[src/common/side_ch_defines.svh]
// width, depth and subcarrier mask macros for the side channel blocks
`ifndef SIDE_CH_DEFINES_SVH
`define SIDE_CH_DEFINES_SVH

`define IQ_W 16
// signed, half dB steps
`define RSSI_W 11
// top bit agc lock, rest is gain
`define GPIO_W 8
`define TSF_W 64
`define DMA_W 64
`define DMA_CNT_W 14
`define DMA_DEPTH 256
`define IQ_AW 6
`define CSI_WORDS 64
`define CSI_HDR 2
`define CSI_USED 56
// bit 0 is DC, bits 29 to 35 are the band edge nulls
`define SUBC_MASK 64'hFFFF_FFF0_1FFF_FFFE

`endif

[src/common/side_ch_pkg.sv]
// shared types: IQ sample, status word, buffer word union, DMA request and word, trigger select
`include "side_ch_defines.svh"

package side_ch_pkg;

	typedef struct packed {
		logic signed [`IQ_W-1:0] i;
		logic signed [`IQ_W-1:0] q;
	} iq_sample_t;

	typedef struct packed {
		logic [15-`RSSI_W:0]       rssi_pad;
		logic signed [`RSSI_W-1:0] rssi;
		logic [15-`GPIO_W:0]       gpio_pad;
		logic [`GPIO_W-1:0]        gpio;
		iq_sample_t                iq;
	} status_word_t;

	// one ring buffer word, status record or two samples
	typedef union packed {
		status_word_t     status;
		iq_sample_t [1:0] pair; // pair[0] from iq0
	} iq_buf_word_u;

	typedef struct packed {
		logic                  req; // one cycle pulse
		logic [`DMA_CNT_W-1:0] len;
	} dma_req_t;

	typedef struct packed {
		logic              valid;
		logic [`DMA_W-1:0] data;
	} dma_word_t;

	typedef enum logic [2:0] {
		FCS_ANY, FCS_OK, FCS_BAD, RSSI_UP, RSSI_DOWN, AGC_LOCK, GAIN_UP, FREE_RUN
	} trig_sel_e;

endpackage

[src/dma_arbiter.sv]
// DMA admission with room check, grant and deny pulses and the registered output word
`timescale 1ns/1ns
`include "side_ch_defines.svh"

module dma_arbiter (
	input  logic                   clk,
	input  logic                   rstn,
	input  logic                   iq_mode,
	input  logic [`DMA_CNT_W-1:0]  m_axis_data_count,
	input  side_ch_pkg::dma_req_t  csi_req,
	input  side_ch_pkg::dma_req_t  iq_req,
	input  side_ch_pkg::dma_word_t csi_word,
	input  side_ch_pkg::dma_word_t iq_word,
	output logic                   csi_grant,
	output logic                   csi_deny,
	output logic                   iq_grant,
	output logic                   iq_deny,
	output logic [`DMA_W-1:0]      data_to_ps,
	output logic                   data_to_ps_valid
);
	logic csi_ok;
	logic iq_ok;

	// sum is 32 bits wide so a count past the depth cannot wrap
	assign csi_ok = !iq_mode && (m_axis_data_count + csi_req.len <= `DMA_DEPTH);
	assign iq_ok = iq_mode && (m_axis_data_count + iq_req.len <= `DMA_DEPTH);

	always_ff @(posedge clk) begin
		if (!rstn) begin
			csi_grant <= 1'b0;
			csi_deny <= 1'b0;
			iq_grant <= 1'b0;
			iq_deny <= 1'b0;
			data_to_ps_valid <= 1'b0;
		end else begin
			csi_grant <= csi_req.req && csi_ok;
			csi_deny <= csi_req.req && !csi_ok;
			iq_grant <= iq_req.req && iq_ok;
			iq_deny <= iq_req.req && !iq_ok;
			data_to_ps_valid <= iq_mode ? iq_word.valid : csi_word.valid;
		end
	end

	always_ff @(posedge clk) begin
		data_to_ps <= iq_mode ? iq_word.data : csi_word.data;
	end

	// the disabled path is held idle and never asks
	a_mode_req: assert property (@(posedge clk) disable iff (!rstn)
		(csi_req.req |-> !iq_mode) and (iq_req.req |-> iq_mode));

endmodule

[config.mk]
export PLATFORM = sky130hd
export DESIGN_NAME = dma_arbiter
export DESIGN_NICKNAME = d
export VERILOG_FILES = /design/src/common/side_ch_pkg.sv /design/src/dma_arbiter.sv
export VERILOG_INCLUDE_DIRS = /design/src /design/src/common
export SDC_FILE = /design/constraint.sdc
export NUM_CORES = 1
export LEC_CHECK = 0
export ABC_AREA = 1
export CAP_MARGIN = 20
export CORE_AREA = 2 2 94 96
export DETAILED_ROUTE_END_ITERATION = 8
export DIE_AREA = 0 0 96 98
export DONT_BUFFER_PORTS = 1
export GPL_TIMING_DRIVEN = 0
export MAX_ROUTING_LAYER = met4
export PLACE_DENSITY = 0.65
export SYNTH_ARGS = -nofsm -noshare
export SYNTH_HDL_FRONTEND = slang
export SYNTH_SLANG_ARGS = --single-unit
export TNS_END_PERCENT = 10
[constraint.sdc]
create_clock -name clk -period 4.03 [get_ports clk]
set_input_delay 0.403 -clock clk [delete_from_list [all_inputs] [get_ports clk]]
set_output_delay 0.403 -clock clk [all_outputs]
set_load 0.03 [all_outputs]
* Word level (Yosys, flattened, before mapping) *
Index checks and enable logic that the tools add are counted.

word-level totals
  register bits after elaboration = 69
  input bits = 177
  word-level logic and storage cells = 21

cells by class
  muxes and demuxes = 2
  $add $sub $neg = 2
  reduce and logical (&&, ||, !) cells = 9
  $lt $le $gt $ge = 2

operators by type and width
  kind                                                                     count
  64-bit 2-to-1 mux                                                        1
  14-bit by 14-bit adder with 15-bit output                                2
  15-bit by 9-bit <= comparator with 1-bit output (second input constant)  2
  1-bit logical AND                                                        6
  1-bit logical NOT                                                        3
  1-bit 2-to-1 mux                                                         1

* Logic depth before layout (Yosys ltp) *
  depth in word-level cells = 5
  gate-level depth with buffers = 15
  mapped depth without buffers = 15

* Worst setup path after synthesis *
No wires, ideal clock.

  path kind = input port to flip-flop
  start = input m_axis_data_count[0]
  end = register csi_deny
  library setup time = 0.120 ns
  path slack = 2.068 ns
  stages on the path = 11
  arrival time = 1.842 ns
  path buffers = 0
  cells stage by stage = ha_1 fa_1 or2_0 nor2_1 nand3_1 nor2_1 nand2_1 nor2_1 nor2_1 nor2_2 a21oi_1

on the way
  cells in the longest elaborated chain, start to end = 5

ends and longest elaborated chain
  element                                                           line               source
  start, declared                                                   dma_arbiter.sv:9   input logic [`DMA_CNT_W-1:0] m_axis_data_count,
  14-bit by 14-bit adder with 15-bit output                         dma_arbiter.sv:25  assign csi_ok = !iq_mode && (m_axis_data_count + csi_req.len <= `DMA_DEPTH);
  15-bit by 9-bit <= comparator with 1-bit output (no source line)  -
  1-bit logical AND                                                 dma_arbiter.sv:25
  1-bit logical NOT                                                 dma_arbiter.sv:37  csi_deny <= csi_req.req && !csi_ok;
  1-bit logical AND                                                 dma_arbiter.sv:37
  end signal, assigned                                              dma_arbiter.sv:37
  end, declared                                                     dma_arbiter.sv:15  output logic csi_deny,

No other way between the ends.
A chain may end at the register's enable or synchronous reset.

* Final worst setup path *
  start = input m_axis_data_count[0]
  end = register iq_deny

on the way
  cells in the longest elaborated chain, start to end = 5

ends and longest elaborated chain
  element                                                           line               source
  14-bit by 14-bit adder with 15-bit output                         dma_arbiter.sv:26  assign iq_ok = iq_mode && (m_axis_data_count + iq_req.len <= `DMA_DEPTH);
  15-bit by 9-bit <= comparator with 1-bit output (no source line)  -
  1-bit logical AND                                                 dma_arbiter.sv:26
  1-bit logical NOT                                                 dma_arbiter.sv:39  iq_deny <= iq_req.req && !iq_ok;
  1-bit logical AND                                                 dma_arbiter.sv:39
  end signal, assigned                                              dma_arbiter.sv:39
  end, declared                                                     dma_arbiter.sv:17  output logic iq_deny,

No other way between the ends.

==> impl_metrics.ini <==
[setup_path]
critPathTopFamily = simple AND/OR/NAND/NOR gates
cp.required_ns = 4.27
crit_top_cell = nand2_1
path_max_fanout = 3
cp.buffers_inverters = 1
path_cells = ha_1, fa_1, nand2_1, nand2_1, nand2_1, xor2_1, nand3_1, nor2_1, nand2_1, nand2_1, nand3_1, nand2_1, inv_1
end_kind = register
setup.worst_path.start_class = input pin
cpPeakStageDelay_ns = 0.42
crit_arrival_ns = 2.07
cp_slowest_cell = fa_1
setup.worst_path.class = input pin to register

[clock_network]
root_buffer = clkbuf_8
post_cts.repair.setup_buffers = 0
cts_made_buffers = 9
clk_path_buf_depth = 2
h-tree-depth = 3
cts_tree = done
numClockSinks = 69
cts_resized = 0
path_clk_slew_ns = 0.08
cts_hold_buffers = 0

[grt]
antenna_found_initial = 0
grt.total_usage_pct = 24.1
first_global_vias = 3720
grt_max_degree = 15
overflow = 0
grt_pass1_wl_um = 17300

[cells_and_area]
finalNonFillerCells = 776
drive_gt1_share_pct = 4.94
nets = 870
multiInputGateArea_sq_mm = 0.00232
regArea_sq_mm = 0.00138
nFillCells = 872
antennaDiodeCount = 0
area_growth_syn_to_layout_pct = 9.10

[floorplanning]
io_pins = 246
start_util_pct = 47.4
die_x_um = 96
core_sq_mm = 0.00847
fp-row-count = 34
die_h_um = 98
die-area_sq_mm = 0.00941

[placement]
placed_cells = 760
place_congestion = 0.927
dp_slack_ns = 1.88
portBuffers = 0
hpwl_um = 9600

[drt]
vias_per_cell = 5.01
drtPass1Iterations = 6
drt_iter0_drc = 101
route.detailed.drc = 0
wirelength_um = 11200
ant_nets = 0
vias = 3889
wire_per_inst_um = 14.5

[synthesis]
synth_simple_gate_area_share_pct = 44.8
syn_inst = 652
synth_cell_type_count = 28
ys_seq_area_share_pct = 34.4
syn_area_per_cell_sq_um = 6.16
syn-cell-area_sq_mm = 0.00402
synth-compound-area-share_pct = 2.68
ys_ff_latch = 69
yosysWarnings = 0
synth_top_family_by_area = simple AND/OR/NAND/NOR gates
synth_xor_area_share_pct = 0.654
synthMuxAreaShare_pct = 0
synth_nets = 859
synthAdderAreaFrac_pct = 9.72

[status]
status = finished, final reports clean

[power]
powerDensity_mw_per_mm2 = 421
p_total_mw = 1.84
p_leak_nw = 2.50
vdd_drop_max_mv = 0.237

[flow_run]
drv_cap = 0

[sta]
slew_violations = 0
fin_hold_ws_ns = 0.166
tightest_slew_ns = 0.541
period_share_pct = 45.5
min_period_ns = 1.83
worst_slack_ns = 2.20
rsz0062_at_grt = false
slew_headroom_pct = 64.0
finalHoldViolations = 0
finalSetupViolations = 0
tns_ns = 0
max_freq_ghz = 0.545

[worst_hold_path]
hold_path.class = input pin to register
worstHoldPathCells = 2
min_from = csi_word[49]
whs_endpoint = data_to_ps[49]
-- per-stage QoR --
stage | utilization (%) | instance area, sq um
5_1_grt | 51.8 | 4380
2_1_floorplan | - | 4020
6_report | 51.8 | 4380
3_3_place_gp | 49.0 | 4150
4_1_cts | 51.8 | 4380
3_5_place_dp | 49.0 | 4150
-- routing by layer --
metal | vias up | GRT usage (%) | part of all wire [%]
li1 | 2016 | - | -
met1 | 1691 | 25.6 | 38
met2 | 166 | 42.0 | 51
met3 | 16 | 7.72 | 9.7
met4 | 0 | 7.36 | 1.6
met5 | - | - | 0
-- logic make-up after synthesis --
group,count (synthesis)
and+or+nand+nor,447
buffers and inverters,83
adders and majority gates,30
DFF,69
xor gates and xnor gates,3
AOI/OAI and AO/OA,20
-- cells in the final DEF, fill, tap and decap left out, types with 2 or more instances in the layout --
| cell | count |
|---|---|
| fa_1 | 2 |
| clkbuf_8 | 9 |
| inv_6 | 2 |
| nor3_2 | 2 |
| a21oi_1 | 14 |
| nand4_1 | 8 |
| o21ai_0 | 2 |
| bufinv_16 | 2 |
| xor2_1 | 2 |
| nor2_1 | 44 |
| nand3_1 | 35 |
| inv_1 | 62 |
| nand3b_1 | 3 |
| nand2_2 | 3 |
| ha_1 | 28 |
| nand2_1 | 343 |
| clkinv_4 | 2 |
| nor2_2 | 3 |
| dfxtp_1 | 69 |
| clkbuf_1 | 14 |
| inv_2 | 7 |
-- worst max-delay path by stage --
| stage | slack, ns | endpoint | start | cells past startpoint |
|---|---|---|---|---|
| 2_1_floorplan | 2.07 | csi_deny | m_axis_data_count[0] | 11 |
| 3_3_place_gp | 1.90 | csi_deny | m_axis_data_count[0] | 11 |
| 3_5_place_dp | 1.88 | iq_deny | m_axis_data_count[0] | 14 |
| 4_1_cts | 2.23 | iq_deny | m_axis_data_count[0] | 14 |
| 5_1_grt | 2.03 | iq_deny | m_axis_data_count[0] | 13 |
| 6_report | 2.20 | iq_deny | m_axis_data_count[0] | 13 |
-- Yosys cell counts --
cell | number | area, sq um
nor2_2 | 3 | 18.8
nor2_1 | 44 | 165
ha_1 | 28 | 350
o21ai_1 | 1 | 5.00
a21oi_1 | 14 | 70.1
o21bai_1 | 1 | 7.51
nand4_1 | 8 | 50.1
or2_0 | 1 | 6.26
o21ai_0 | 2 | 10.0
a31oi_1 | 1 | 6.26
xor2_1 | 2 | 17.5
inv_2 | 7 | 26.3
and2_1 | 1 | 6.26
nand2_2 | 3 | 18.8
nand2_1 | 343 | 1290
or2_1 | 1 | 6.26
fa_1 | 2 | 40.0
nor3_2 | 2 | 20.0
clkbuf_1 | 14 | 52.6
xnor2_1 | 1 | 8.76
a21oi_2 | 1 | 8.76
nor3_1 | 1 | 5.00
nand3_2 | 1 | 10.0
inv_1 | 62 | 233
nand3b_1 | 3 | 22.5
nor3b_1 | 1 | 7.51
nand3_1 | 35 | 175
dfxtp_1 | 69 | 1380
-- where the power goes --
part | switching [mW] | internal (mW) | leakage (nW)
logic | 0.215 | 0.122 | 1.80
clock network | 0.284 | 0.359 | 0.116
registers | 0.128 | 0.735 | 0.581
total | 0.627 | 1.22 | 2.50
-- registers in the layout, indices dropped and copies added (netlist names) --
name              count
csi_deny              1
csi_grant             1
data_to_ps           64
iq_deny               1
iq_grant              1
data_to_ps_valid      1
-- layout make-up --
cell class	count	area share, %
Clock buffer	9	2.83
Clock inverter	7	2.43
Inverter	69	5.91
Tap cell	108	3.08
Buffer	14	1.20
Multi-Input combinational cell	500	53.0
Sequential cell	69	31.5
(Power assumes the default switching activity.)
