===== config.mk =====
export PLATFORM = sky130hd
export DESIGN_NAME = iq_capture
export DESIGN_NICKNAME = d
export VERILOG_FILES = /design/src/common/side_ch_pkg.sv /design/src/iq/iq_capture.sv
export VERILOG_INCLUDE_DIRS = /design/src /design/src/common
export SDC_FILE = /design/constraint.sdc
export NUM_CORES = 2
export LEC_CHECK = 0
export BUFFER_PORTS_ARGS = -buffer_cell sky130_fd_sc_hd__buf_2
export CAP_MARGIN = 20
export CORE_AREA = 3 3 816 575
export DETAILED_ROUTE_END_ITERATION = 8
export DIE_AREA = 0 0 819 578
export PLACE_DENSITY_LB_ADDON = 0.25
export SLEW_MARGIN = 10
export SYNTH_ARGS = -nofsm -noshare
export SYNTH_HDL_FRONTEND = slang
export SYNTH_SLANG_ARGS = --single-unit

===== constraint.sdc =====
create_clock -name clk -period 6.35 [get_ports clk]
set_clock_uncertainty 0.2 [all_clocks]
set_input_delay 0.635 -clock clk [delete_from_list [all_inputs] [get_ports clk]]
set_output_delay 0.635 -clock clk [all_outputs]
set_load 0.1 [all_outputs]

===== src/common/side_ch_defines.svh =====
// width, depth and subcarrier mask macros for the side channel blocks
`ifndef SIDE_CH_DEFINES_SVH
`define SIDE_CH_DEFINES_SVH

`define IQ_W 16
// signed, half dB steps
`define RSSI_W 11
// top bit agc lock, rest is gain
`define GPIO_W 8
`define TSF_W 64
`define DMA_W 64
`define DMA_CNT_W 14
`define DMA_DEPTH 256
`define IQ_AW 6
`define CSI_WORDS 64
`define CSI_HDR 2
`define CSI_USED 56
// bit 0 is DC, bits 29 to 35 are the band edge nulls
`define SUBC_MASK 64'hFFFF_FFF0_1FFF_FFFE

`endif


===== src/common/side_ch_pkg.sv =====
// shared types: IQ sample, status word, buffer word union, DMA request and word, trigger select
`include "side_ch_defines.svh"

package side_ch_pkg;

	typedef struct packed {
		logic signed [`IQ_W-1:0] i;
		logic signed [`IQ_W-1:0] q;
	} iq_sample_t;

	typedef struct packed {
		logic [15-`RSSI_W:0]       rssi_pad;
		logic signed [`RSSI_W-1:0] rssi;
		logic [15-`GPIO_W:0]       gpio_pad;
		logic [`GPIO_W-1:0]        gpio;
		iq_sample_t                iq;
	} status_word_t;

	// one ring buffer word, status record or two samples
	typedef union packed {
		status_word_t     status;
		iq_sample_t [1:0] pair; // pair[0] from iq0
	} iq_buf_word_u;

	typedef struct packed {
		logic                  req; // one cycle pulse
		logic [`DMA_CNT_W-1:0] len;
	} dma_req_t;

	typedef struct packed {
		logic              valid;
		logic [`DMA_W-1:0] data;
	} dma_word_t;

	typedef enum logic [2:0] {
		FCS_ANY, FCS_OK, FCS_BAD, RSSI_UP, RSSI_DOWN, AGC_LOCK, GAIN_UP, FREE_RUN
	} trig_sel_e;

endpackage


===== src/iq/iq_capture.sv =====
// IQ path: ring buffer of sample words and the pre-trigger readout sequencer
`timescale 1ns/1ns
`include "side_ch_defines.svh"

module iq_capture (
	input  logic                      clk,
	input  logic                      rstn,
	input  logic                      enable,
	input  side_ch_pkg::iq_sample_t   iq0,
	input  side_ch_pkg::iq_sample_t   iq1,
	input  logic                      iq_strobe,
	input  logic                      status_view,
	input  logic signed [`RSSI_W-1:0] rssi_half_db,
	input  logic [`GPIO_W-1:0]        gpio_status,
	input  logic [`TSF_W-1:0]         tsf,
	input  logic                      trigger,
	input  logic [`IQ_AW-1:0]         pre_len,
	input  logic [`IQ_AW-1:0]         iq_len,
	input  logic                      grant,
	input  logic                      deny,
	output side_ch_pkg::dma_req_t     req,
	output side_ch_pkg::dma_word_t    word
);
	import side_ch_pkg::*;

	typedef enum logic [1:0] {ST_WAIT, ST_GRANT, ST_DATA} state_e;

	state_e state;
	iq_buf_word_u ring [2**`IQ_AW];
	iq_buf_word_u wr_word;
	logic [`IQ_AW-1:0] waddr;
	logic [`IQ_AW-1:0] raddr;
	logic [`IQ_AW-1:0] cnt;
	logic [`TSF_W-1:0] tsf_lat;
	logic req_q;
	logic word_vld;
	logic [`DMA_W-1:0] word_dat;

	assign req = '{req: req_q, len: `DMA_CNT_W'(iq_len) + 1'b1}; // timestamp plus samples
	assign word = '{valid: word_vld, data: word_dat};

	always_comb begin
		wr_word = '0;
		if (status_view) begin
			wr_word.status.rssi = rssi_half_db;
			wr_word.status.gpio = gpio_status;
			wr_word.status.iq = iq0;
		end else begin
			wr_word.pair[1] = iq1;
			wr_word.pair[0] = iq0;
		end
	end

	always_ff @(posedge clk) begin
		if (enable && iq_strobe)
			ring[waddr] <= wr_word;
		if (state == ST_WAIT && trigger)
			tsf_lat <= tsf;
		if (state == ST_GRANT)
			word_dat <= tsf_lat;
		else
			word_dat <= ring[raddr];
	end

	always_ff @(posedge clk) begin
		if (!rstn || !enable) begin
			state <= ST_WAIT;
			waddr <= '0;
			raddr <= '0;
			cnt <= '0;
			req_q <= 1'b0;
			word_vld <= 1'b0;
		end else begin
			req_q <= 1'b0;
			word_vld <= 1'b0;
			if (iq_strobe)
				waddr <= waddr + 1'b1;
			case (state)
				ST_WAIT: begin
					if (trigger) begin
						raddr <= waddr - pre_len; // reach back before the trigger
						cnt <= '0;
						req_q <= 1'b1;
						state <= ST_GRANT;
					end
				end
				ST_GRANT: begin
					if (grant) begin
						word_vld <= 1'b1;
						state <= (iq_len == '0) ? ST_WAIT : ST_DATA;
					end else if (deny) begin
						state <= ST_WAIT;
					end
				end
				ST_DATA: begin
					if (iq_strobe) begin // read pace follows the write pace
						word_vld <= 1'b1;
						raddr <= raddr + 1'b1;
						cnt <= cnt + 1'b1;
						if (cnt == iq_len - 1'b1)
							state <= ST_WAIT;
					end
				end
				default: state <= ST_WAIT;
			endcase
		end
	end

	// window settings must not move under a capture in flight
	a_window_stable: assert property (@(posedge clk) disable iff (!rstn || !enable)
		(state != ST_WAIT) |-> $stable(pre_len) && $stable(iq_len));

endmodule


* Yosys cells after proc, flatten, opt, wreduce, memory -nomap -nowiden
Memory sizes are Yosys's and may differ from the RTL's. A register that Yosys moved wholly into a read port is not among the register bits. Cells that the tools add are included.
Cells by class: add/subtract/negate cells 6, eq/ne operators 7, muxes and demuxes 26, bitwise operators 1, reductions and logical operators 11
Operators by type and width (number):
- two-way mux 64 bit | 1
- two-way mux 40 bit | 1
- two-way mux 6 bit | 6
- case mux 6 bit (2 select lines) | 2
- adder 6 x 1 -> 6 bit, second input constant | 3
- two-way mux 2 bit | 6
- two-way mux 11 bit | 1
- two-way mux 8 bit | 1
- adder 6 x 1 -> 7 bit, second input constant | 1
- equality test 6 bit | 1
- logical NOT 6 bit | 1
- inequality test 2 bit, second input constant | 3
- case mux 2 bit (3 select lines) | 1
- subtractor 6 x 1 -> 6 bit, second input constant | 1
- subtractor 6 bit | 1
- two-way mux 1 bit | 5
- two-way mux 5 bit | 1
- AND reduction 4 bit | 1
- inequality test 3 bit, second input constant | 1
- AND reduction 3 bit | 1
- equality test 2 x 1 -> 1 bit, second input constant | 1
- equality test 2 bit, second input constant | 1
- logical AND 1 bit | 2
- logical NOT 1 bit | 2
- other kinds (6) | 6
Storage, ports and cells: flip-flop bits (word level) 150, bits in writable memories 4096, output and inout bits 80, word-level logic and storage cells 60, memories kept 1
Memories:
- ring | depth 64, width 64, rd ports 1, clocked after Yosys merged registers in 1, write ports 1, RTL line iq_capture.sv:29 | iq_buf_word_u ring [2**`IQ_AW];

* Logic depth before layout (Yosys ltp)
depth after elaboration 5, mapped depth 11

* Least setup slack after synthesis
Ideal clock, no wire load.
path type input to register, start point input iq_strobe, end point memory ring[57][0] in the netlist's numbering, enable pin, library setup time 487 ps, data arrival time 3924 ps, required time 5663 ps, setup slack 1739 ps, stages 3, cell sequence buf_1 -> nand3_1 -> nor2_1
Between the ends: longest elaborated chain between the ends 3
Ends and longest elaborated chain:
- start: declaration | RTL line iq_capture.sv:11 | input logic iq_strobe,
- logical AND 1 bit | RTL line iq_capture.sv:55 | if (enable && iq_strobe)
- two-way mux 1 bit | RTL line iq_capture.sv:55
- two-way mux 1 bit (not written as such) | RTL line iq_capture.sv:56 | ring[waddr] <= wr_word;
- end: declaration | RTL line iq_capture.sv:29
Every way passes these cells.

==> run_results.csv <==
group,metric,value,unit
outcome,status,"completed",
clocking,cts_root_buf,"clkbuf_16",
cells_and_area,layout.nets,8466,
sta,finalHoldViolCount,0,
die,core.rowCount,209,
synthesis,ys_ff_latch,4252,
critical_path,crit_type,"reg -> reg",
cells_and_area,drive_gt1_share,24.0,%
critical_path,start_kind,"register",
sta,fmax,227,MHz
synthesis,synth_edf_count,4160,
clocking,clkSlewWorstSetupHoldPaths,0.06,ns
route,routed_wl,452,mm
global_route,antenna_found_initial,10,
route,vias_per_cell,5.49,
route,dr_wl_met3,27.4,mm
global_route,grt_use_total,18.6,%
clocking,cts.hold.buffers_added,76,
sta,whs,0.0978,ns
clocking,cts_made_buffers,403,
route,top_layer,"met4",
cells_and_area,multi_input_area,33000,µm²
die,start_util,34.9,%
cells_and_area,instances_no_fill,14800,
die,fp.coreArea,462000,µm²
global_route,grt_pass1_wl,632,mm
route,drt-wirelength-per-cell,30.7,µm
synthesis,syn-instance-count,7713,
sta,min_period_over_period,69.4,%
critical_path,worstPathRequired,7.09,ns
synthesis,synth-main-ff-cell,"edfxtp_1",
placed_design,numPortBuffers,239,
critical_path,end_kind,"register",
critical_path,crit_fanout,80,
critical_path,r2r_cells,8,
critical_path,r2r_setup_slack,1.95,ns
placed_design,dp_hpwl,250,mm
sta,rsz0062_at_grt,"false",
cells_and_area,area_growth,15.4,%
clocking,clock-sinks,4252,
synthesis,ys_async_sr_fraction,0,%
clocking,clock_latency,1.00,ns
route,route.met2.wl,217,mm
power_and_ir_drop,p_leak,0.0556,µW
sta,slew_violations,0,
synthesis,synth_area,161000,µm²
placed_design,dpl.cell_count,13900,
clocking,cts_resized,0,
min_path,hold_start,"pre_len[0]",
clocking,post-cts-setup-buffers,0,
run,maxCapViolCount,0,
global_route,grt_overflow,0,
critical_path,r2r-end,"word_dat[39]",
critical_path,critPathArrivalTime,5.15,ns
die,die-area,473000,µm²
min_path,whs_path_depth,5,
synthesis,syn_avg_cell_area,20.9,µm²
route,drc,0,
clocking,htreeDepth,5,
die,fp.dieH,578,µm
cells_and_area,utilization,40.3,%
synthesis,synth_warnings,0,
power_and_ir_drop,ir_drop,0.237,mV
route,wl_met1,198,mm
sta,tightestPinTransition,1.20,ns
sta,setup_violations,0,
clocking,clk_path_buf_depth,4,
route,first_pass_iters,5,
cells_and_area,seq_area,127000,µm²
global_route,grt_max_degree,128,
sta,relSlewSlack,20.2,%
cells_and_area,fillers,40600,
placed_design,globalplace.congestion,0.764,
route,ant_nets,0,
synthesis,synth.yosys.seq_area_share,78.6,%
clocking,cts_tree,"done",
route,drt_iter0_markers,9205,
sta,period_minus_slack,4.40,ns
min_path,min-delay-path-class,"in -> reg",
synthesis,yosysUniqueCellTypes,51,
route,num_vias,81000,
die,die_x,819,µm
sta,fin_setup_tns,0,ns
die,ios,247,
power_and_ir_drop,powerDensity,316,nW/µm²
global_route,grt_pass1_vias,81900,
==> critical path, cell delays in order (launching register included) <==
cell and delay, ns:
dfxtp_4 0.83, buf_4 0.52, buf_12 0.44, buf_4 0.44, mux2i_1 0.14, a221oi_1 0.47, o21ai_0 0.27, a31oi_1 0.61
or3_1 0.20
==> metrics by stage <==
step	total power [µW]	instance area (µm²)	setup slack (ns)
floorplan	33600	161000	1.74
global placement	35000	172000	1.91
detailed placement	35000	172000	1.96
CTS	59400	186000	1.91
global route	60600	186000	1.83
finish	58800	186000	1.95
==> power by group <==
| group | internal [µW] | switching [µW] |
|---|---|---|
| sequential | 31000 | 230 |
| clock | 13800 | 10600 |
| combinational | 858 | 2290 |
| total | 45600 | 13200 |
==> routing by layer <==
metal / global-route usage [%] / vias to the layer above
met2: 30.1 / 2973
met4: 4.10 / 0
met1: 26.9 / 43900
met5: 0 / -
met3: 2.29 / 581
li1: - / 33500
==> layout by cell type (no fill, tap or decap), types with 17 or more instances in the layout <==
cell type,n
a2111oi_0,62
a21oi_1,203
a221oi_1,129
a22oi_1,323
a31oi_1,64
and3_1,66
buf_12,92
buf_2,238
buf_4,199
bufinv_16,40
clkbuf_1,88
clkbuf_16,409
clkbuf_8,26
clkinv_1,75
clkinv_2,72
dfxtp_1,89
dlygate4sd3_1,89
edfxtp_1,4160
inv_1,19
mux2_2,209
mux2i_1,582
mux4_2,640
nand2_1,91
nor2_1,93
nor2_4,66
nor2b_4,17
o21ai_0,140
o22ai_1,131
or3_1,66
==> sequential cells by signal, summed over array words and instances, names as in the netlist, named ones only <==
name and flops:
req_q 1, raddr 6, ring 4096, word_dat 64, state 2, waddr 6
cnt 6, tsf_lat 64, word_vld 1
==> logic make-up after synthesis <==
| logic type | count (synthesis) | synth area share [%] |
|---|---|---|
| AO/OA/AOI/OAI | 1062 | 4.41 |
| XOR/XNOR | 23 | 0.125 |
| adder cells (fa/ha/maj) | 15 | 0.121 |
| buffers and inverters | 481 | 1.40 |
| flip-flops | 4252 | 78.6 |
| multiplexers | 1433 | 14.0 |
| other | 1 | 0.00232 |
| AND/OR/NAND/NOR | 446 | 1.35 |
==> worst max-delay path by stage <==
stage | startpoint | endpoint | depth (start not counted)
5_1_grt | register | word_dat[35] | 6
6_report | register | word_dat[39] | 8
3_3_place_gp | iq_strobe | ring[54][44] | 6
3_5_place_dp | register | word_dat[39] | 8
2_1_floorplan | iq_strobe | ring[57][0] | 3
4_1_cts | register | word_dat[39] | 8
==> synth_stat cells (all sizes together) (2+ instances only) <==
master      n  share of area [%]
buf       261               0.89
mux4      640                8.9
nor2      159               0.37
ha         14               0.11
a2111oi    63               0.34
mux2      211                1.5
or3b        3              0.016
dfxtp      92                1.1
clkbuf    200               0.47
a22oi     323                1.5
a31oi      64               0.25
nor4bb      2              0.012
mux2i     582                3.6
nor3        3              0.012
nand2      91               0.21
nand2b      3              0.012
or3        66               0.26
a21oi     203               0.63
nand4       8              0.031
xnor2       9              0.049
xor2       14              0.076
a221oi    129               0.70
edfxtp   4160                 77
nand3b      3              0.014
and3       66               0.26
nand4b      3              0.016
o22ai     131               0.51
and2        3              0.012
or2         2             0.0078
nor2b      18              0.070
inv        20              0.047
o21ai     141               0.44
a21o        2             0.0093
nand3      14              0.043
a211oi      2             0.0093
==> final cells by class <==
class	instances	area share, %
Clock inverter	226	1.22
Sequential cell	4252	68.1
Antenna cell	3	0.00403
Multi-Input combinational cell	2986	17.7
Inverter	20	0.0417
Clock buffer	523	5.87
Tap cell	6119	4.11
Timing Repair Buffer	621	2.95
Power figures use the tool's default switching activity.
