==> config.mk <==
export PLATFORM = sky130hd
export DESIGN_NAME = iq_trigger
export DESIGN_NICKNAME = d
export VERILOG_FILES = /design/src/common/side_ch_pkg.sv /design/src/iq/iq_trigger.sv
export VERILOG_INCLUDE_DIRS = /design/src /design/src/common
export SDC_FILE = /design/constraint.sdc
export NUM_CORES = 1
export LEC_CHECK = 0
export BUFFER_PORTS_ARGS = -buffer_cell sky130_fd_sc_hd__buf_2
export CAP_MARGIN = 20
export CORE_AREA = 2 2 55 57
export DETAILED_ROUTE_END_ITERATION = 10
export DIE_AREA = 0 0 57 59
export GPL_ROUTABILITY_DRIVEN = 0
export PLACE_DENSITY = 0.83
export SYNTH_ARGS = -nofsm -noshare
export SYNTH_HDL_FRONTEND = slang
export SYNTH_SLANG_ARGS = --single-unit
==> constraint.sdc <==
create_clock -name clk -period 4.1 [get_ports clk]
set_input_delay 0.615 -clock clk [delete_from_list [all_inputs] [get_ports clk]]
set_output_delay 0.615 -clock clk [all_outputs]
set_load 0.01 [all_outputs]
==> src/common/side_ch_defines.svh <==
// width, depth and subcarrier mask macros for the side channel blocks
`ifndef SIDE_CH_DEFINES_SVH
`define SIDE_CH_DEFINES_SVH

`define IQ_W 16
// signed, half dB steps
`define RSSI_W 11
// top bit agc lock, rest is gain
`define GPIO_W 8
`define TSF_W 64
`define DMA_W 64
`define DMA_CNT_W 14
`define DMA_DEPTH 256
`define IQ_AW 6
`define CSI_WORDS 64
`define CSI_HDR 2
`define CSI_USED 56
// bit 0 is DC, bits 29 to 35 are the band edge nulls
`define SUBC_MASK 64'hFFFF_FFF0_1FFF_FFFE

`endif

==> src/common/side_ch_pkg.sv <==
// shared types: IQ sample, status word, buffer word union, DMA request and word, trigger select
`include "side_ch_defines.svh"

package side_ch_pkg;

	typedef struct packed {
		logic signed [`IQ_W-1:0] i;
		logic signed [`IQ_W-1:0] q;
	} iq_sample_t;

	typedef struct packed {
		logic [15-`RSSI_W:0]       rssi_pad;
		logic signed [`RSSI_W-1:0] rssi;
		logic [15-`GPIO_W:0]       gpio_pad;
		logic [`GPIO_W-1:0]        gpio;
		iq_sample_t                iq;
	} status_word_t;

	// one ring buffer word, status record or two samples
	typedef union packed {
		status_word_t     status;
		iq_sample_t [1:0] pair; // pair[0] from iq0
	} iq_buf_word_u;

	typedef struct packed {
		logic                  req; // one cycle pulse
		logic [`DMA_CNT_W-1:0] len;
	} dma_req_t;

	typedef struct packed {
		logic              valid;
		logic [`DMA_W-1:0] data;
	} dma_word_t;

	typedef enum logic [2:0] {
		FCS_ANY, FCS_OK, FCS_BAD, RSSI_UP, RSSI_DOWN, AGC_LOCK, GAIN_UP, FREE_RUN
	} trig_sel_e;

endpackage

==> src/iq/iq_trigger.sv <==
// IQ trigger: RSSI and gain crossing detectors and registered trigger select
`timescale 1ns/1ns
`include "side_ch_defines.svh"

module iq_trigger (
	input  logic                      clk,
	input  logic                      rstn,
	input  logic                      enable,
	input  side_ch_pkg::trig_sel_e    sel,
	input  logic signed [`RSSI_W-1:0] rssi_half_db,
	input  logic signed [`RSSI_W-1:0] rssi_th,
	input  logic [`GPIO_W-1:0]        gpio_status,
	input  logic [`GPIO_W-2:0]        gain_th,
	input  logic                      fcs_strobe,
	input  logic                      fcs_ok,
	output logic                      trigger
);
	import side_ch_pkg::*;

	logic signed [`RSSI_W-1:0] rssi_d;
	logic [`GPIO_W-1:0] gpio_d;
	logic rssi_up;
	logic rssi_down;
	logic agc_lock;
	logic gain_up;
	logic event_sel;

	assign rssi_up = (rssi_d < rssi_th) && (rssi_half_db >= rssi_th);
	assign rssi_down = (rssi_d >= rssi_th) && (rssi_half_db < rssi_th);
	assign agc_lock = gpio_status[`GPIO_W-1] && !gpio_d[`GPIO_W-1]; // unlock to lock
	assign gain_up = (gpio_status[`GPIO_W-2:0] >= gain_th) && (gpio_d[`GPIO_W-2:0] < gain_th);

	always_comb begin
		case (sel)
			FCS_ANY: event_sel = fcs_strobe;
			FCS_OK: event_sel = fcs_strobe && fcs_ok;
			FCS_BAD: event_sel = fcs_strobe && !fcs_ok;
			RSSI_UP: event_sel = rssi_up;
			RSSI_DOWN: event_sel = rssi_down;
			AGC_LOCK: event_sel = agc_lock;
			GAIN_UP: event_sel = gain_up;
			FREE_RUN: event_sel = fcs_strobe || enable; // capture side drops it while busy
			default: event_sel = 1'b0;
		endcase
	end

	always_ff @(posedge clk) begin
		if (!rstn) begin
			rssi_d <= '0;
			gpio_d <= '0;
			trigger <= 1'b0;
		end else begin
			rssi_d <= rssi_half_db;
			gpio_d <= gpio_status;
			trigger <= enable && event_sel;
		end
	end

endmodule

# Word-level counts from Yosys, hierarchy flattened
# Cells that the tools add are included.
# totals
ff_bits	20
out_inout_bits	1
# classes
order_cmp	6
mux	1
n_eq_ne	7
reduce_logical	11
# op_table
operator	n
$ge A11 B11 Y1	2
$lt A11 B11 Y1	2
$eq A3 B3 Y1 const B	4
$pmux W1 S8	1
$ge A7 B7 Y1	1
$logic_and A1 B1 Y1	7
$lt A7 B7 Y1	1
$eq A3 B2 Y1 const B	2
$eq A3 B1 Y1 const B	1
$logic_not A3 Y1	1
$logic_not A1 Y1	2
$logic_or A1 B1 Y1	1

# Logic depth before layout (Yosys ltp)
# Gate-level depths: netlist (run 1).
# logic_depth
ltp_word	4
mapped_depth	8

# Worst setup path before layout (run 1)
# Ideal clock, no wire load.
# synth_path
kind	input port to flip-flop
from	in rssi_th[8]
to	reg trigger
path_buffers	0
t_required_ns	4.027
t_arrival_ns	2.093
stages	8
path_slack_ns	1.933
path_cell_list	inv_1 ha_1 a21o_1 a211o_1 nor3_2 mux2i_1 a2111o_1 o211ai_2
# synth_via
elab_chain_len	4
word_cells_on_any_way	8
classes_between	order compare: 4; mux: 1; reduce/logical: 3
# synth_lines
item	line	rtl
start, declared	iq_trigger.sv:11	input logic signed [`RSSI_W-1:0] rssi_th,
$ge A11 B11 Y1 (tied with other cells)	iq_trigger.sv:29	assign rssi_down = (rssi_d >= rssi_th) && (rssi_half_db < rssi_th);
$logic_and A1 B1 Y1 (on tied branches)	iq_trigger.sv:29, iq_trigger.sv:28	
$pmux W1 S8 *	iq_trigger.sv:34	case (sel)
$logic_and A1 B1 Y1 *	iq_trigger.sv:55	trigger <= enable && event_sel;
end signal, assigned	iq_trigger.sv:55	
end, declared	iq_trigger.sv:16	output logic trigger
# Mark *: on every way between the ends. The rest lies on a longest branch, timed or not.
# A chain may end at the register's enable or synchronous reset.

# Worst setup path after layout (run 1)
# layout_path
from	in rssi_th[9]
to	reg trigger
# Same word-level chain as after synthesis.

==> flow_summary.toml, run 1 <==
[outcome]
status = "finished, final reports clean"

[timing]
setup_viol = 0
hold_viol = 0
rsz0062_at_grt = "false"
max_freq_ghz = 0.4932
relSlewSlack_pct = 77.19
post-route-period-util_pct = 49.46
slew_violations = 0
worst_pin_slew_ns = 0.3335
fin_tns_setup_ns = 0
clock_skew_ns = 0.005945
period_minus_slack_ns = 2.028

[synthesis]
synthAdderAreaFrac_pct = 29.54
ys_warn_count = 0
synth_mux_area_share_pct = 1.350
synth_compound_gate_area_share_pct = 15.11
syn-cell-area_um2 = 1483
synth_sequential_area_ratio_pct = 27.00
synth_xor_area_share_pct = 0
netlist_top_cells_area = "ha_1, dfxtp_1, and2_1"
ys.flop_type = "dfxtp_1"
avgSynthCellArea_um2 = 8.932
synth-edff-count = 0
synth_seq_cells = 20
synth_top_area_share_pct = 29.54
synth_area_leader_cell = "ha_1"
async_flop_share_pct = 0
yosysMostFrequentCell = "ha_1"
yosys-top-cells-count = "ha_1, inv_1, dfxtp_1"
synth_cell_types = 34
synthSimpleGateAreaFrac_pct = 20.93
syn-instance-count = 166
synth_fp_nets = 246
synth_top_family_by_area = "adder cells"

[clock_tree]
clkTransAtPathRegs_ns = 0.13
cts_setup_buffers = 0
cts_buffers = 3
cts_sinks = 20
clk_path_buf_depth = 2
cts_tree = "yes"
cts_hold_buffers = 0
worstSkewPairLatency_ns = 0.31
cts-resized-gates = 0
h-tree-depth = 1
cts_root_buf = "clkbuf_4"

[drt]
wl_met3_um = 127
routed_wl_um = 3092
highest_layer = "met4"
wl_met2_um = 1492
drt_iter0_drc = 30
wl_met1_um = 1381
post_drt_wl_per_cell_um = 12.67
via_per_inst = 5.406
antenna_left = 0
num_vias = 1319
dr.pass1.iters = 4
drc = 0

[grt]
grt_pass1_wl_um = 5237
antenna_found_initial = 0
grt_overflow = 0
grt_pass1_vias = 1315
grt_max_degree = 22
track_usage_pct = 20.00

[place]
place_area_um2 = 1739
dp.final_hpwl_um = 2537
io_buffers = 45

[setup_path]
crit_fanout = 3
slowest_stage = "or4_1"
criticalPathCategory = "in -> reg"
crit_path_cell_trace = "buf_2 -> inv_1 -> ha_1 -> nand2_1 -> nand4b_1 -> or4_1 -> o21ai_1 -> a2111o_1 -> o211ai_2"
slowest_delay_ns = 0.48
crit_required_ns = 4.31
crit_arrival_ns = 2.24
crit_path_end_kind = "flop"
start_kind = "input port"

[power]
leakage_nw = 0.9692
vdd_drop_max_mv = 0.2013
p_total_w = 0.0004954
power.density_nw_per_um2 = 276.5

[worst_hold_path]
min_path_type = "in -> reg"

[die]
die_h_um = 59
coreArea_um2 = 2710
die_area_um2 = 3363
ios = 46
num_rows = 19
initial_core_util_pct = 54.71
die_w_um = 57

[final_layout]
syn2layout_area_growth_pct = 20.84
drive_above_1_share_pct = 24.88
fillerInstances = 246
num_antenna_cells = 0
multi_input_area_um2 = 992.2
post-route-cell-area_um2 = 1792
nNetsFinal = 294
seq_area_um2 = 400.4

[flow_run]
maxCapViolCount = 0
layout by cell type (no fill, tap or decap), types with 2 or more instances in the layout:
cell type  count
nand2_1        7
inv_1         22
and4_1         2
buf_2         45
dfxtp_1       20
nand3_1        4
nand4_1        5
nand2b_1       5
nor2_1         3
nand3b_1       2
a21oi_1       10
and2_1        19
a21o_1         4
o211ai_1       2
ha_1          35
clkbuf_4       3
mux2i_1        2
o21ai_0        5
worst max-delay path, delay by kind of cell:
family                     cells  cell delay, ns
buffers and inverters          2            0.12
AOI/OAI and AO/OA              3            0.50
adders and majority gates      1            0.32
and+or+nand+nor                3            0.69
kinds of logic after synthesis:
logic type / after synthesis
AOI/OAI and AO/OA: 33
adders and majority gates: 35
buffers and inverters: 24
DFF: 20
muxes: 2
and+or+nand+nor: 52
stage by stage:
step	utilization, %	setup slack [ns]	cells	hold WS (ns)
6_report	66.11	2.072	244	0.5023
5_1_grt	66.11	2.023	244	0.4973
4_1_cts	66.11	2.101	244	0.5016
3_5_place_dp	64.17	1.764	240	0.7251
3_3_place_gp	64.17	1.804	240	0.7059
2_1_floorplan	-	1.933	166	0.6691
where the power goes:
group | internal, W | switching, W | total (W)
clock network | 0.0000989 | 0.0000696 | 0.000168
logic | 0.0000587 | 0.0000602 | 0.000119
registers | 0.000205 | 0.00000317 | 0.000208
total | 0.000362 | 0.000133 | 0.000495
final timing paths:
kind              startpoint   endpoint  slack [ns]  depth (start not counted)
max reg2reg        rssi_d[9]    trigger        2.18                          7
min reg2reg        gpio_d[6]    trigger        0.73                          4
min          rssi_half_db[0]  rssi_d[0]        0.50                          2
max               rssi_th[9]    trigger        2.07                          9
layout make-up:
class / instances / share of cell area (%)
Multi-Input combinational cell: 122 / 55.38
Sequential cell: 20 / 22.35
Timing Repair Buffer: 45 / 12.57
Inverter: 22 / 4.609
Tap cell: 31 / 2.165
Clock inverter: 1 / 1.676
Clock buffer: 3 / 1.257
metal layers:
metal | vias to the layer above | global-route usage, %
li1 | 684 | -
met2 | 41 | 35.63
met4 | 0 | 9.302
met5 | - | 0
met3 | 11 | 3.493
met1 | 583 | 23.41
flip-flops by register name, summed over array words and instances, names as in the netlist:
| register | count |
|---|---|
| trigger | 1 |
| rssi_d | 11 |
| gpio_d | 8 |
Power figures use the tool's default switching activity.
==> run 2, diff against run 1 <==
- CORE_AREA: 2 2 55 57 -> 2 2 57 59
- DIE_AREA: 0 0 57 59 -> 0 0 59 61
- PLACE_DENSITY: 0.83 -> 0.78
- clock period: 4.1 -> 1.92 ns (I/O delays scaled with it)
==> run 2 against run 1 <==
Effect of this change:
- power rose by 94%
- utilization is 3.6 points lower
- die area grew 7.0%
- first-iteration DRC count rose by 60%
- non-clock buffer count up 1
- critical endpoint unchanged
- cell area rose by 3.0%
- global-route usage is 1.8 points lower
- critical path depth shrank 2
- worst setup slack worse by 2.0 ns
- flip-flop and latch count unchanged
- via count down 4.4%
- largest power group unchanged
- largest cell class unchanged
- wire length down 3.3%
==> flow_summary.toml, run 2 (synthesis results as in run 1) <==
[outcome]
status = "finished, final reports clean"

[setup_path]
criticalPathCategory = "reg -> reg"
crit_required_ns = 2.11
crit_fanout = 3
start_kind = "flop"
crit_path_end_kind = "flop"
crit_arrival_ns = 2.01

[final_layout]
drive_above_1_share_pct = 28.97
fin_cells = 247
seq_area_um2 = 402.9
multi_input_area_um2 = 1050
largest_reg_flops = 11
final_cell_mix = "buf_2, ha_1, inv_1"
nNetsFinal = 295
syn2layout_area_growth_pct = 24.47
fillerInstances = 263
num_antenna_cells = 0
utilization_pct = 62.50
final_common_cell = "buf_2"
largestRegisters = "rssi_d: 11 flops, gpio_d: 8 flops, trigger: 1 flops"
regMostFlops = "rssi_d"

[die]
die_area_um2 = 3599
die_w_um = 59
coreArea_um2 = 2953
die_h_um = 61
num_rows = 20
ios = 46
initial_core_util_pct = 50.21

[power]
power.density_nw_per_um2 = 520.5
vdd_drop_max_mv = 0.2547
leakage_nw = 0.9695
p_total_w = 0.0009606

[timing]
period_minus_slack_ns = 1.819
slew_violations = 0
fin_tns_setup_ns = 0
hold_viol = 0
clock_skew_ns = 0.006148
setup_viol = 0
worst_pin_slew_ns = 0.3486
post-route-period-util_pct = 94.76
hold_ws_ns = 0.1988
relSlewSlack_pct = 76.16
max_freq_ghz = 0.5496

[grt]
track_usage_pct = 18.23
antenna_found_initial = 0
grt_max_degree = 22
grt_pass1_vias = 1284
grt_overflow = 0
grt_pass1_wl_um = 5078

[drt]
wl_met1_um = 1411
via_per_inst = 5.105
highest_layer = "met4"
wl_met3_um = 121
post_drt_wl_per_cell_um = 12.11
antenna_left = 0
drc = 0
dr.pass1.iters = 4
wl_met2_um = 1437
num_vias = 1261
routed_wl_um = 2990
drt_iter0_drc = 48

[clock_tree]
cts_root_buf = "clkbuf_4"
cts_hold_buffers = 0
cts_buffers = 3
clkTransAtPathRegs_ns = 0.11
worstSkewPairLatency_ns = 0.30
clk_path_buf_depth = 2
cts_tree = "yes"
cts_sinks = 20
h-tree-depth = 1
cts_setup_buffers = 0

[worst_hold_path]
min_path_type = "in -> reg"

[place]
place_inst = 243
io_buffers = 45
dp.final_hpwl_um = 2464

[flow_run]
maxCapViolCount = 0
-- run 2: where the power goes --
| group | switching (W) | total, W | leakage, nW | internal [W] |
|---|---|---|---|---|
| logic | 0.000132 | 0.000271 | 0.781 | 0.000139 |
| registers | 0.00000845 | 0.000446 | 0.167 | 0.000438 |
| clock network | 0.000127 | 0.000243 | 0.0210 | 0.000116 |
-- run 2: area by class of cell --
class	instances	share of cell area [%]
clock buffers	4	1.966
flip-flops and latches	20	21.83
inverters	22	4.475
multi-input cells	122	56.88
well taps	33	2.237
repair buffers	46	12.61
-- run 2: metal layers --
layer	vias to the layer above	global-route usage (%)
met2	23	32.38
met1	554	22.54
met5	-	0
li1	682	-
met3	2	2.985
met4	0	5.844
-- run 2: repair_timing --
action,CTS,global route
endpoints found under the hold margin,0,0
resized for setup,0,9
endpoints found under the setup margin,0,1
-- run 2: critical path, stage by stage (launching register included) --
cell	delay, ns
dfxtp_1	0.32
ha_1	0.30
a21oi_1	0.15
a21oi_1	0.10
or4_4	0.44
o21ai_4	0.17
a2111o_1	0.16
o211ai_2	0.08
-- run 2: through the flow --
step | cell area [um^2] | worst slack (ns)
floorplan | 1483 | 0.08029
global placement | 1749 | -0.04871
detailed placement | 1749 | -0.09080
CTS | 1785 | 0.06091
global route | 1846 | -0.01275
finish | 1846 | 0.1005
-- run 2: worst paths after layout --
check | start | endpoint | slack (ns) | depth (start not counted)
worst max-delay path | rssi_d[2] | trigger | 0.10 | 7
worst min-delay path | rssi_half_db[0] | rssi_d[0] | 0.20 | 2
worst max register to register | rssi_d[2] | trigger | 0.10 | 7
worst min register to register | gpio_d[6] | trigger | 0.73 | 4
