<file path="src/common/side_ch_defines.svh">
// width, depth and subcarrier mask macros for the side channel blocks
`ifndef SIDE_CH_DEFINES_SVH
`define SIDE_CH_DEFINES_SVH

`define IQ_W 16
// signed, half dB steps
`define RSSI_W 11
// top bit agc lock, rest is gain
`define GPIO_W 8
`define TSF_W 64
`define DMA_W 64
`define DMA_CNT_W 14
`define DMA_DEPTH 256
`define IQ_AW 6
`define CSI_WORDS 64
`define CSI_HDR 2
`define CSI_USED 56
// bit 0 is DC, bits 29 to 35 are the band edge nulls
`define SUBC_MASK 64'hFFFF_FFF0_1FFF_FFFE

`endif

</file>
<file path="src/common/side_ch_pkg.sv">
// shared types: IQ sample, status word, buffer word union, DMA request and word, trigger select
`include "side_ch_defines.svh"

package side_ch_pkg;

	typedef struct packed {
		logic signed [`IQ_W-1:0] i;
		logic signed [`IQ_W-1:0] q;
	} iq_sample_t;

	typedef struct packed {
		logic [15-`RSSI_W:0]       rssi_pad;
		logic signed [`RSSI_W-1:0] rssi;
		logic [15-`GPIO_W:0]       gpio_pad;
		logic [`GPIO_W-1:0]        gpio;
		iq_sample_t                iq;
	} status_word_t;

	// one ring buffer word, status record or two samples
	typedef union packed {
		status_word_t     status;
		iq_sample_t [1:0] pair; // pair[0] from iq0
	} iq_buf_word_u;

	typedef struct packed {
		logic                  req; // one cycle pulse
		logic [`DMA_CNT_W-1:0] len;
	} dma_req_t;

	typedef struct packed {
		logic              valid;
		logic [`DMA_W-1:0] data;
	} dma_word_t;

	typedef enum logic [2:0] {
		FCS_ANY, FCS_OK, FCS_BAD, RSSI_UP, RSSI_DOWN, AGC_LOCK, GAIN_UP, FREE_RUN
	} trig_sel_e;

endpackage

</file>
<file path="src/csi/csi_fifo.sv">
// first-word-fall-through FIFO for the CSI samples of one packet
`timescale 1ns/1ns
`include "side_ch_defines.svh"

module csi_fifo (
	input  logic                    clk,
	input  logic                    rstn,
	input  logic                    flush,
	input  logic                    wr_en,
	input  side_ch_pkg::iq_sample_t din,
	input  logic                    rd_en,
	output side_ch_pkg::iq_sample_t dout,
	output logic                    empty
);
	import side_ch_pkg::*;

	localparam int AW = $clog2(`CSI_WORDS);

	iq_sample_t mem [`CSI_WORDS];
	logic [AW:0] wr_ptr; // msb is the wrap bit
	logic [AW:0] rd_ptr;
	logic full;

	assign empty = (wr_ptr == rd_ptr);
	assign full = (wr_ptr[AW] != rd_ptr[AW]) && (wr_ptr[AW-1:0] == rd_ptr[AW-1:0]);
	assign dout = mem[rd_ptr[AW-1:0]]; // head word visible without a read

	always_ff @(posedge clk) begin
		if (wr_en)
			mem[wr_ptr[AW-1:0]] <= din;
	end

	always_ff @(posedge clk) begin
		if (!rstn || flush) begin
			wr_ptr <= '0;
			rd_ptr <= '0;
		end else begin
			if (wr_en)
				wr_ptr <= wr_ptr + 1'b1;
			if (rd_en)
				rd_ptr <= rd_ptr + 1'b1;
		end
	end

	a_no_overflow: assert property (@(posedge clk) disable iff (!rstn || flush)
		!(wr_en && full));
	a_no_underflow: assert property (@(posedge clk) disable iff (!rstn || flush)
		!(rd_en && empty));

endmodule

</file>
<file path="src/csi/csi_capture.sv">
// CSI path: frame control filter, timestamp latch, CSI buffer and masked streamer
`timescale 1ns/1ns
`include "side_ch_defines.svh"

module csi_capture (
	input  logic                    clk,
	input  logic                    rstn,
	input  logic                    enable,
	input  logic                    demod_ongoing,
	input  logic                    fc_valid,
	input  logic [15:0]             fc,
	input  logic [15:0]             fc_target,
	input  logic                    fc_match_en,
	input  logic [15:0]             pkt_len,
	input  logic                    header_strobe,
	input  logic [`TSF_W-1:0]       tsf,
	input  logic [31:0]             phase_offset,
	input  side_ch_pkg::iq_sample_t csi,
	input  logic                    csi_valid,
	input  logic                    grant,
	input  logic                    deny,
	output side_ch_pkg::dma_req_t   req,
	output side_ch_pkg::dma_word_t  word
);
	import side_ch_pkg::*;

	typedef enum logic [2:0] {ST_IDLE, ST_BURST, ST_GRANT, ST_HDR1, ST_CSI} state_e;

	state_e state;
	logic fc_valid_d;
	logic csi_valid_d;
	logic demod_d;
	logic req_q;
	logic word_vld;
	logic [`DMA_W-1:0] word_dat;
	logic [`TSF_W-1:0] tsf_lat;
	logic [`CSI_WORDS-1:0] mask;
	logic [$clog2(`CSI_WORDS)-1:0] rd_cnt;
	logic fifo_rd;
	logic fifo_empty;
	iq_sample_t fifo_dout;
	logic fc_rise;
	logic csi_fall;
	logic pkt_start;

	assign fc_rise = fc_valid && !fc_valid_d;
	assign csi_fall = !csi_valid && csi_valid_d;
	assign pkt_start = demod_ongoing && !demod_d;
	assign fifo_rd = (state == ST_CSI) && !fifo_empty;
	assign req = '{req: req_q, len: `DMA_CNT_W'(`CSI_HDR + `CSI_USED)};
	assign word = '{valid: word_vld, data: word_dat};

	csi_fifo fifo_i (
		.clk, .rstn,
		.flush(pkt_start || !enable), .wr_en(enable && csi_valid), .din(csi),
		.rd_en(fifo_rd), .dout(fifo_dout), .empty(fifo_empty)
	);

	always_ff @(posedge clk) begin
		if (header_strobe)
			tsf_lat <= tsf;
		case (state)
			ST_GRANT: word_dat <= tsf_lat;
			ST_HDR1: word_dat <= {32'd0, phase_offset};
			ST_CSI: word_dat <= {32'd0, fifo_dout};
			default: word_dat <= word_dat;
		endcase
	end

	always_ff @(posedge clk) begin
		if (!rstn || !enable) begin
			state <= ST_IDLE;
			fc_valid_d <= 1'b0;
			csi_valid_d <= 1'b0;
			demod_d <= 1'b0;
			req_q <= 1'b0;
			word_vld <= 1'b0;
			mask <= `SUBC_MASK;
			rd_cnt <= '0;
		end else begin
			fc_valid_d <= fc_valid;
			csi_valid_d <= csi_valid;
			demod_d <= demod_ongoing;
			req_q <= 1'b0;
			case (state)
				ST_IDLE: begin
					word_vld <= 1'b0;
					mask <= `SUBC_MASK;
					rd_cnt <= '0;
					if (fc_rise && (fc == fc_target || !fc_match_en) && pkt_len >= 16'd14)
						state <= ST_BURST;
				end
				ST_BURST: begin
					if (csi_fall) begin // burst over, ask for room
						req_q <= 1'b1;
						state <= ST_GRANT;
					end
				end
				ST_GRANT: begin
					if (grant) begin
						word_vld <= 1'b1;
						state <= ST_HDR1;
					end else if (deny) begin
						state <= ST_IDLE;
					end
				end
				ST_HDR1: state <= ST_CSI;
				ST_CSI: begin
					word_vld <= mask[0]; // nulls and DC are read but not sent
					mask <= {mask[0], mask[`CSI_WORDS-1:1]};
					rd_cnt <= rd_cnt + 1'b1;
					if (rd_cnt == '1)
						state <= ST_IDLE;
				end
				default: state <= ST_IDLE;
			endcase
		end
	end

	a_grant_after_req: assert property (@(posedge clk) disable iff (!rstn)
		grant |-> $past(req_q));

endmodule

</file>
<file path="config.mk">
export PLATFORM = sky130hd
export DESIGN_NAME = csi_capture
export DESIGN_NICKNAME = d
export VERILOG_FILES = /design/src/common/side_ch_pkg.sv /design/src/csi/csi_fifo.sv /design/src/csi/csi_capture.sv
export VERILOG_INCLUDE_DIRS = /design/src /design/src/common
export SDC_FILE = /design/constraint.sdc
export NUM_CORES = 2
export LEC_CHECK = 0
export BUFFER_PORTS_ARGS = -buffer_cell sky130_fd_sc_hd__clkbuf_2
export CAP_MARGIN = 40
export CORE_ASPECT_RATIO = 0.7
export CORE_MARGIN = 8
export CORE_UTILIZATION = 59
export CTS_BUF_LIST = sky130_fd_sc_hd__clkbuf_8 sky130_fd_sc_hd__clkbuf_16
export DETAILED_ROUTE_END_ITERATION = 16
export PLACE_DENSITY_LB_ADDON = 0.2
export SLEW_MARGIN = 10
export SYNTH_ARGS = -nofsm -noshare
export SYNTH_HDL_FRONTEND = slang
export SYNTH_HIERARCHICAL = 1
export SYNTH_SLANG_ARGS = --single-unit
</file>
<file path="constraint.sdc">
create_clock -name clk -period 12.4 [get_ports clk]
set_input_delay 2.48 -clock clk [delete_from_list [all_inputs] [get_ports clk]]
set_output_delay 2.48 -clock clk [all_outputs]
set_load 0.05 [all_outputs]
</file>
* After elaboration in Yosys (flattened, before gate mapping)
Memories as Yosys holds them, arrays and structs flattened. A register that Yosys moved wholly into a read port is not among the register bits.
Index checks and enable logic that the tools add are counted.
** Storage, ports and cells
- Bits in read-only memories :: 0
- Input port bits :: 186
- Bits in latches :: 0
- RAM bits :: 2048
- Word-level logic and storage cells :: 71
- Memories :: 1
- Register bits after elaboration :: 220
** Cells by class
- Multiply operators :: 0
- Magnitude comparators :: 1
- Bitwise logic cells :: 1
- Add/subtract/negate cells :: 3
- Eq/ne operators :: 12
- Reduce and logical (&&, ||, !) cells :: 25
- Divide/modulo/power cells :: 0
- Muxes and demuxes :: 16
- Shifts and indexed selects :: 0
** Memories
- fifo_i.mem :: depth 64, width 32, read ports 1, clocked after Yosys merged registers in 1, write ports 1, RTL line csi_fifo.sv:19 : iq_sample_t mem [`CSI_WORDS];
** Operators with widths (count)
- one-hot mux 64 bit (3 select lines) :: 1
- one-hot mux 64 bit (2 select lines) :: 1
- == test 16 bit :: 1
- greater-or-equal comparator 16 x 4 -> 1 bit, second input constant :: 1
- 2-to-1 mux 3 bit :: 5
- one-hot mux 3 bit (5 select lines) :: 1
- adder 7 x 1 -> 7 bit, second input constant :: 2
- 2-to-1 mux 6 bit :: 2
- one-hot mux 6 bit (2 select lines) :: 1
- == test 7 bit :: 1
- logical AND 1 bit :: 7
- logical NOT 1 bit :: 7
- adder 6 x 1 -> 6 bit, second input constant :: 1
- == test 3 x 2 -> 1 bit, second input constant :: 2
- == test 6 bit, second input constant :: 1
- inequality test 2 bit, second input constant :: 3
- nonzero test 3 bit :: 2
- logical OR 1 bit :: 4
- 2-to-1 mux 1 bit :: 4
- AND reduction 4 bit :: 1
- == test 3 x 1 -> 1 bit, second input constant :: 1
- == test 3 bit, second input constant :: 1
- logical NOT 3 bit :: 1
- inequality test 3 bit, second input constant :: 1
- other kinds (6) :: 6

* Longest topological paths before layout
- Depth after elaboration :: 6
- Gate-level depth with buffers :: 13
- Mapped depth without buffers :: 7

* Modules after synthesis
The synthesis kept the hierarchy.
** By module, submodules not included
- csi_fifo :: instances 1, area each 78935.7 µm², seq. area each 61899.4 µm², cells each 3474
- csi_capture :: instances 1, area each 8040.2 µm², seq. area each 5405.2 µm², cells each 691

* Least setup slack after synthesis
Ideal clock, no wire load.
- Path kind :: input port to flip-flop
- Start point :: in csi_valid
- End point :: mem fifo_i/mem[23][0] in the netlist's numbering, enable pin
- Buffers on the path :: 0
- Stages on the path :: 4
- Setup slack :: 6329 ps
- Arrival :: 5603 ps
- Library setup time :: 468 ps
- Cells stage by stage :: and2_1 -> nand4_1 -> or2_2 -> nor3b_1
** On the way
- Cells in the longest elaborated chain, start to end :: 3
** RTL lines
- start, declared :: RTL line csi_capture.sv:19 : input logic csi_valid,
- logical AND 1 bit :: RTL line csi_capture.sv:55 : .flush(pkt_start || !enable), .wr_en(enable && csi_valid), .din(csi),
- 2-to-1 mux 1 bit :: RTL line csi_fifo.sv:29 : if (wr_en)
- 2-to-1 mux 1 bit (implied by the code) :: RTL line csi_fifo.sv:30 : mem[wr_ptr[AW-1:0]] <= din;
- end, declared :: RTL line csi_fifo.sv:19
Every way passes these cells.

==> impl_metrics.env <==
export IMPL_min_period_over_period=0.393
export IMPL_grt_pass1_vias=42700
export IMPL_fin_area_sq_mm=0.0975
export IMPL_setup_tns_ps=0
export IMPL_p_sw_frac=0.199
export IMPL_ys_warn_count=6
export IMPL_synth_seq_cells=2274
export IMPL_synth_main_ff_cell="edfxtp_1"
export IMPL_fill_cells=9359
export IMPL_grt_usage=0.273
export IMPL_io_buffers=250
export IMPL_clkSlewWorstSetupHoldPaths_ps=60
export IMPL_netlist_cell_type_count=60
export IMPL_dpl_cell_count=6326
export IMPL_areaGrowthSynthToFinish_pct=12.1
export IMPL_seq_area_frac_synth=0.774
export IMPL_holdBufCountCts=0
export IMPL_ff2ff_path_depth=9
export IMPL_switchingPower_uw=2930
export IMPL_syn_cell_area_sq_mm=0.0870
export IMPL_grt_overflow=0
export IMPL_highest_layer="met5"
export IMPL_rsz0062_at_grt="false"
export IMPL_cts_tree="done"
export IMPL_worstHoldEndpoint="mask[35]"
export IMPL_final_common_cell="edfxtp_1"
export IMPL_fmax_ghz=0.205
export IMPL_hold_ws_ps=453
export IMPL_cts_max_path_buffers=3
export IMPL_wl_um=219000
export IMPL_core_sq_mm=0.147
export IMPL_p_comb_frac=0.017
export IMPL_crit_type="flop to flop"
export IMPL_max_stage_delay_ps=820
export IMPL_post_cts_resized=0
export IMPL_ys_async_sr_fraction=0
export IMPL_p_int_uw=11800
export IMPL_vias_per_cell=6.55
export IMPL_fin_skew_ps=30.9
export IMPL_start_kind="flop"
export IMPL_num_rows=118
export IMPL_post_cts_buffers=0
export IMPL_cp_max_fo=44
export IMPL_irDropWorstVdd_v=0.000161
export IMPL_relSlewSlack=0.331
export IMPL_hold_path_class="flop to flop"
export IMPL_hold_viol_final=0
export IMPL_pwr_share_clk=0.410
export IMPL_synth_edf_count=2176
export IMPL_crit_chain="buf_4 > buf_4 > mux4_2 > mux4_2 > nand2_1 > o21ai_1 > o21a_1 > a22oi_1 > nand2_1"
export IMPL_gp_congestion=0.878
export IMPL_cts_root_buffer="clkbuf_16"
export IMPL_vias=43900
export IMPL_die_area_sq_mm=0.160
export IMPL_worst_ep_required_time_ps=12990
export IMPL_drv_slew=0
export IMPL_outcome="completed"
export IMPL_worstMarginPinSlew_ps=1000
export IMPL_drive_above_1_share=0.276
export IMPL_met1_length_um=87500
export IMPL_synth_area_leaders="edfxtp_1 75%, mux4_2 13%, dfxtp_1 2.3%"
export IMPL_drt_iter0_markers=6362
export IMPL_place_area_sq_mm=0.0911
export IMPL_p_seq_frac=0.573
export IMPL_grt_max_degree=113
export IMPL_synth_top_area_frac=0.751
export IMPL_wl_met3_um=28700
export IMPL_antenna_found_initial=12
export IMPL_cts_max_level=4
export IMPL_cts_buffers=198
export IMPL_arrival_ps=5470
export IMPL_mostFrequentLayoutCells="2176 x edfxtp_1, 489 x mux4_2, 250 x clkbuf_2, 206 x clkbuf_16, 175 x nand2_1"
export IMPL_hpwl_um=124000
export IMPL_nets=4738
export IMPL_r2r_end="word_dat[21]"
export IMPL_synthCells=4165
export IMPL_r2r_slack_ps=7520
export IMPL_die_h_um=337
export IMPL_setup_violations=0
export IMPL_min_path_cells=2
export IMPL_final_cells=6704
export IMPL_antenna_left=0
export IMPL_worstHoldStart="mask[35]"
export IMPL_wl_per_cell_um=32.7
export IMPL_maxCapViolCount=0
export IMPL_post_synth_top_area_cell="edfxtp_1"
export IMPL_period_minus_slack_ps=4880
export IMPL_dieWidth_um=475
export IMPL_clock_latency_ps=840
export IMPL_initial_core_util=0.591
export IMPL_cts_sinks=2274
export IMPL_drtPass1Iterations=6
export IMPL_end_kind="flop"
export IMPL_route_met2_wl_um=97200
export IMPL_p_leak_uw=0.0302
export IMPL_drc_errors=0
export IMPL_synth_avg_cell_area_sq_um=20.9
export IMPL_grt_pass1_wl_um=310000
export IMPL_pwr_density_cell_mw_per_mm2=151
export IMPL_critPathSlowestCell="dfxtp_4"
export IMPL_io_pins=266
[sequential cells by signal (all words and copies together) (netlist names), named ones only]
| register | cells |
|---|---|
| mask | 64 |
| csi_valid_d | 1 |
| fc_valid_d | 1 |
| fifo_i/rd_ptr | 7 |
| word_dat | 64 |
| req_q | 1 |
| fifo_i/wr_ptr | 7 |
| demod_d | 1 |
| state | 3 |
| tsf_lat | 64 |
| rd_cnt | 6 |
| fifo_i/mem | 2048 |
| word_vld | 1 |
[metal layers]
layer	vias to the layer above	track usage
met2	2621	0.394
li1	18000	-
met4	10	0.0709
met5	-	0
met1	23000	0.415
met3	288	0.0797
[stage by stage]
stage,setup slack (ps),total power [uW],utilization
after floorplan,6330,8660,-
after global placement,6630,8830,0.617
after detailed placement,7210,8850,0.619
after CTS,7480,14800,0.662
after global routing,7270,15100,0.662
final,7520,14700,0.662
[power groups by stage]
stage                     Combinational [uW]  Clock (uW)  Sequential [uW]
after floorplan                         54.4           0             8600
after global placement                   230           0             8600
after detailed placement                 243           0             8600
after CTS                                243        6100             8440
after global routing                     260        6400             8430
final                                    246        6030             8440
[cell type report]
class                           instances  area, sq um  share of cell area
Clock buffer                          210         5210              0.0534
Sequential cell                      2274        67300               0.690
Timing Repair Buffer                  422         2740              0.0281
Multi-Input combinational cell       1643        18600               0.191
Tap cell                             1980         2480              0.0254
Clock inverter                        161         1120              0.0114
Antenna cell                            4         10.0            0.000103
Inverter                               10         37.5            0.000385
[worst max path at each step]
stage / from / cells after the start / slack, ps / end
finish: flop / 9 / 7520 / word_dat[21]
global route: flop / 9 / 7270 / word_dat[21]
CTS: flop / 9 / 7480 / word_dat[15]
detailed placement: enable / 7 / 7210 / fifo_i/mem[23][10]
global placement: enable / 6 / 6630 / fifo_i/mem[23][10]
floorplan: csi_valid / 4 / 6330 / fifo_i/mem[23][0]
[critical path: cells and delay by family, from the launching register on]
kind / cells / cell delay, ps
multiplexers: 2 / 1070
buffers and inverters: 2 / 1430
flip-flops: 1 / 820
AND/OR/NAND/NOR: 2 / 410
AO/OA/AOI/OAI: 3 / 820
[synth_stat cells, types with 10 or more instances]
cell type	n
and2_1	38
and3_1	10
buf_4	64
nor4_1	28
nor2_1	112
nand3_1	23
buf_6	42
a21oi_1	42
xor2_1	24
o221ai_1	17
o21a_1	13
dfxtp_1	98
a22oi_1	39
a211oi_1	21
nor2b_1	25
o22ai_1	130
o22a_1	10
or3_1	61
mux2_2	17
clkbuf_1	69
a221oi_1	12
nand2b_1	15
nor3_1	41
buf_2	65
o21ai_1	26
edfxtp_1	2176
mux4_2	489
mux2i_1	115
o21ai_0	88
nand2_1	175
[cell families after synthesis]
family,share of synthesized area
XOR/XNOR,0.00302
AO/OA/AOI/OAI,0.0299
adder cells (fa/ha/maj),0.000432
buffers and inverters,0.0189
multiplexers,0.142
flip-flops,0.774
AND/OR/NAND/NOR,0.0317
other,0.0000863
No activity file was read; power rests on OpenSTA's default activity.
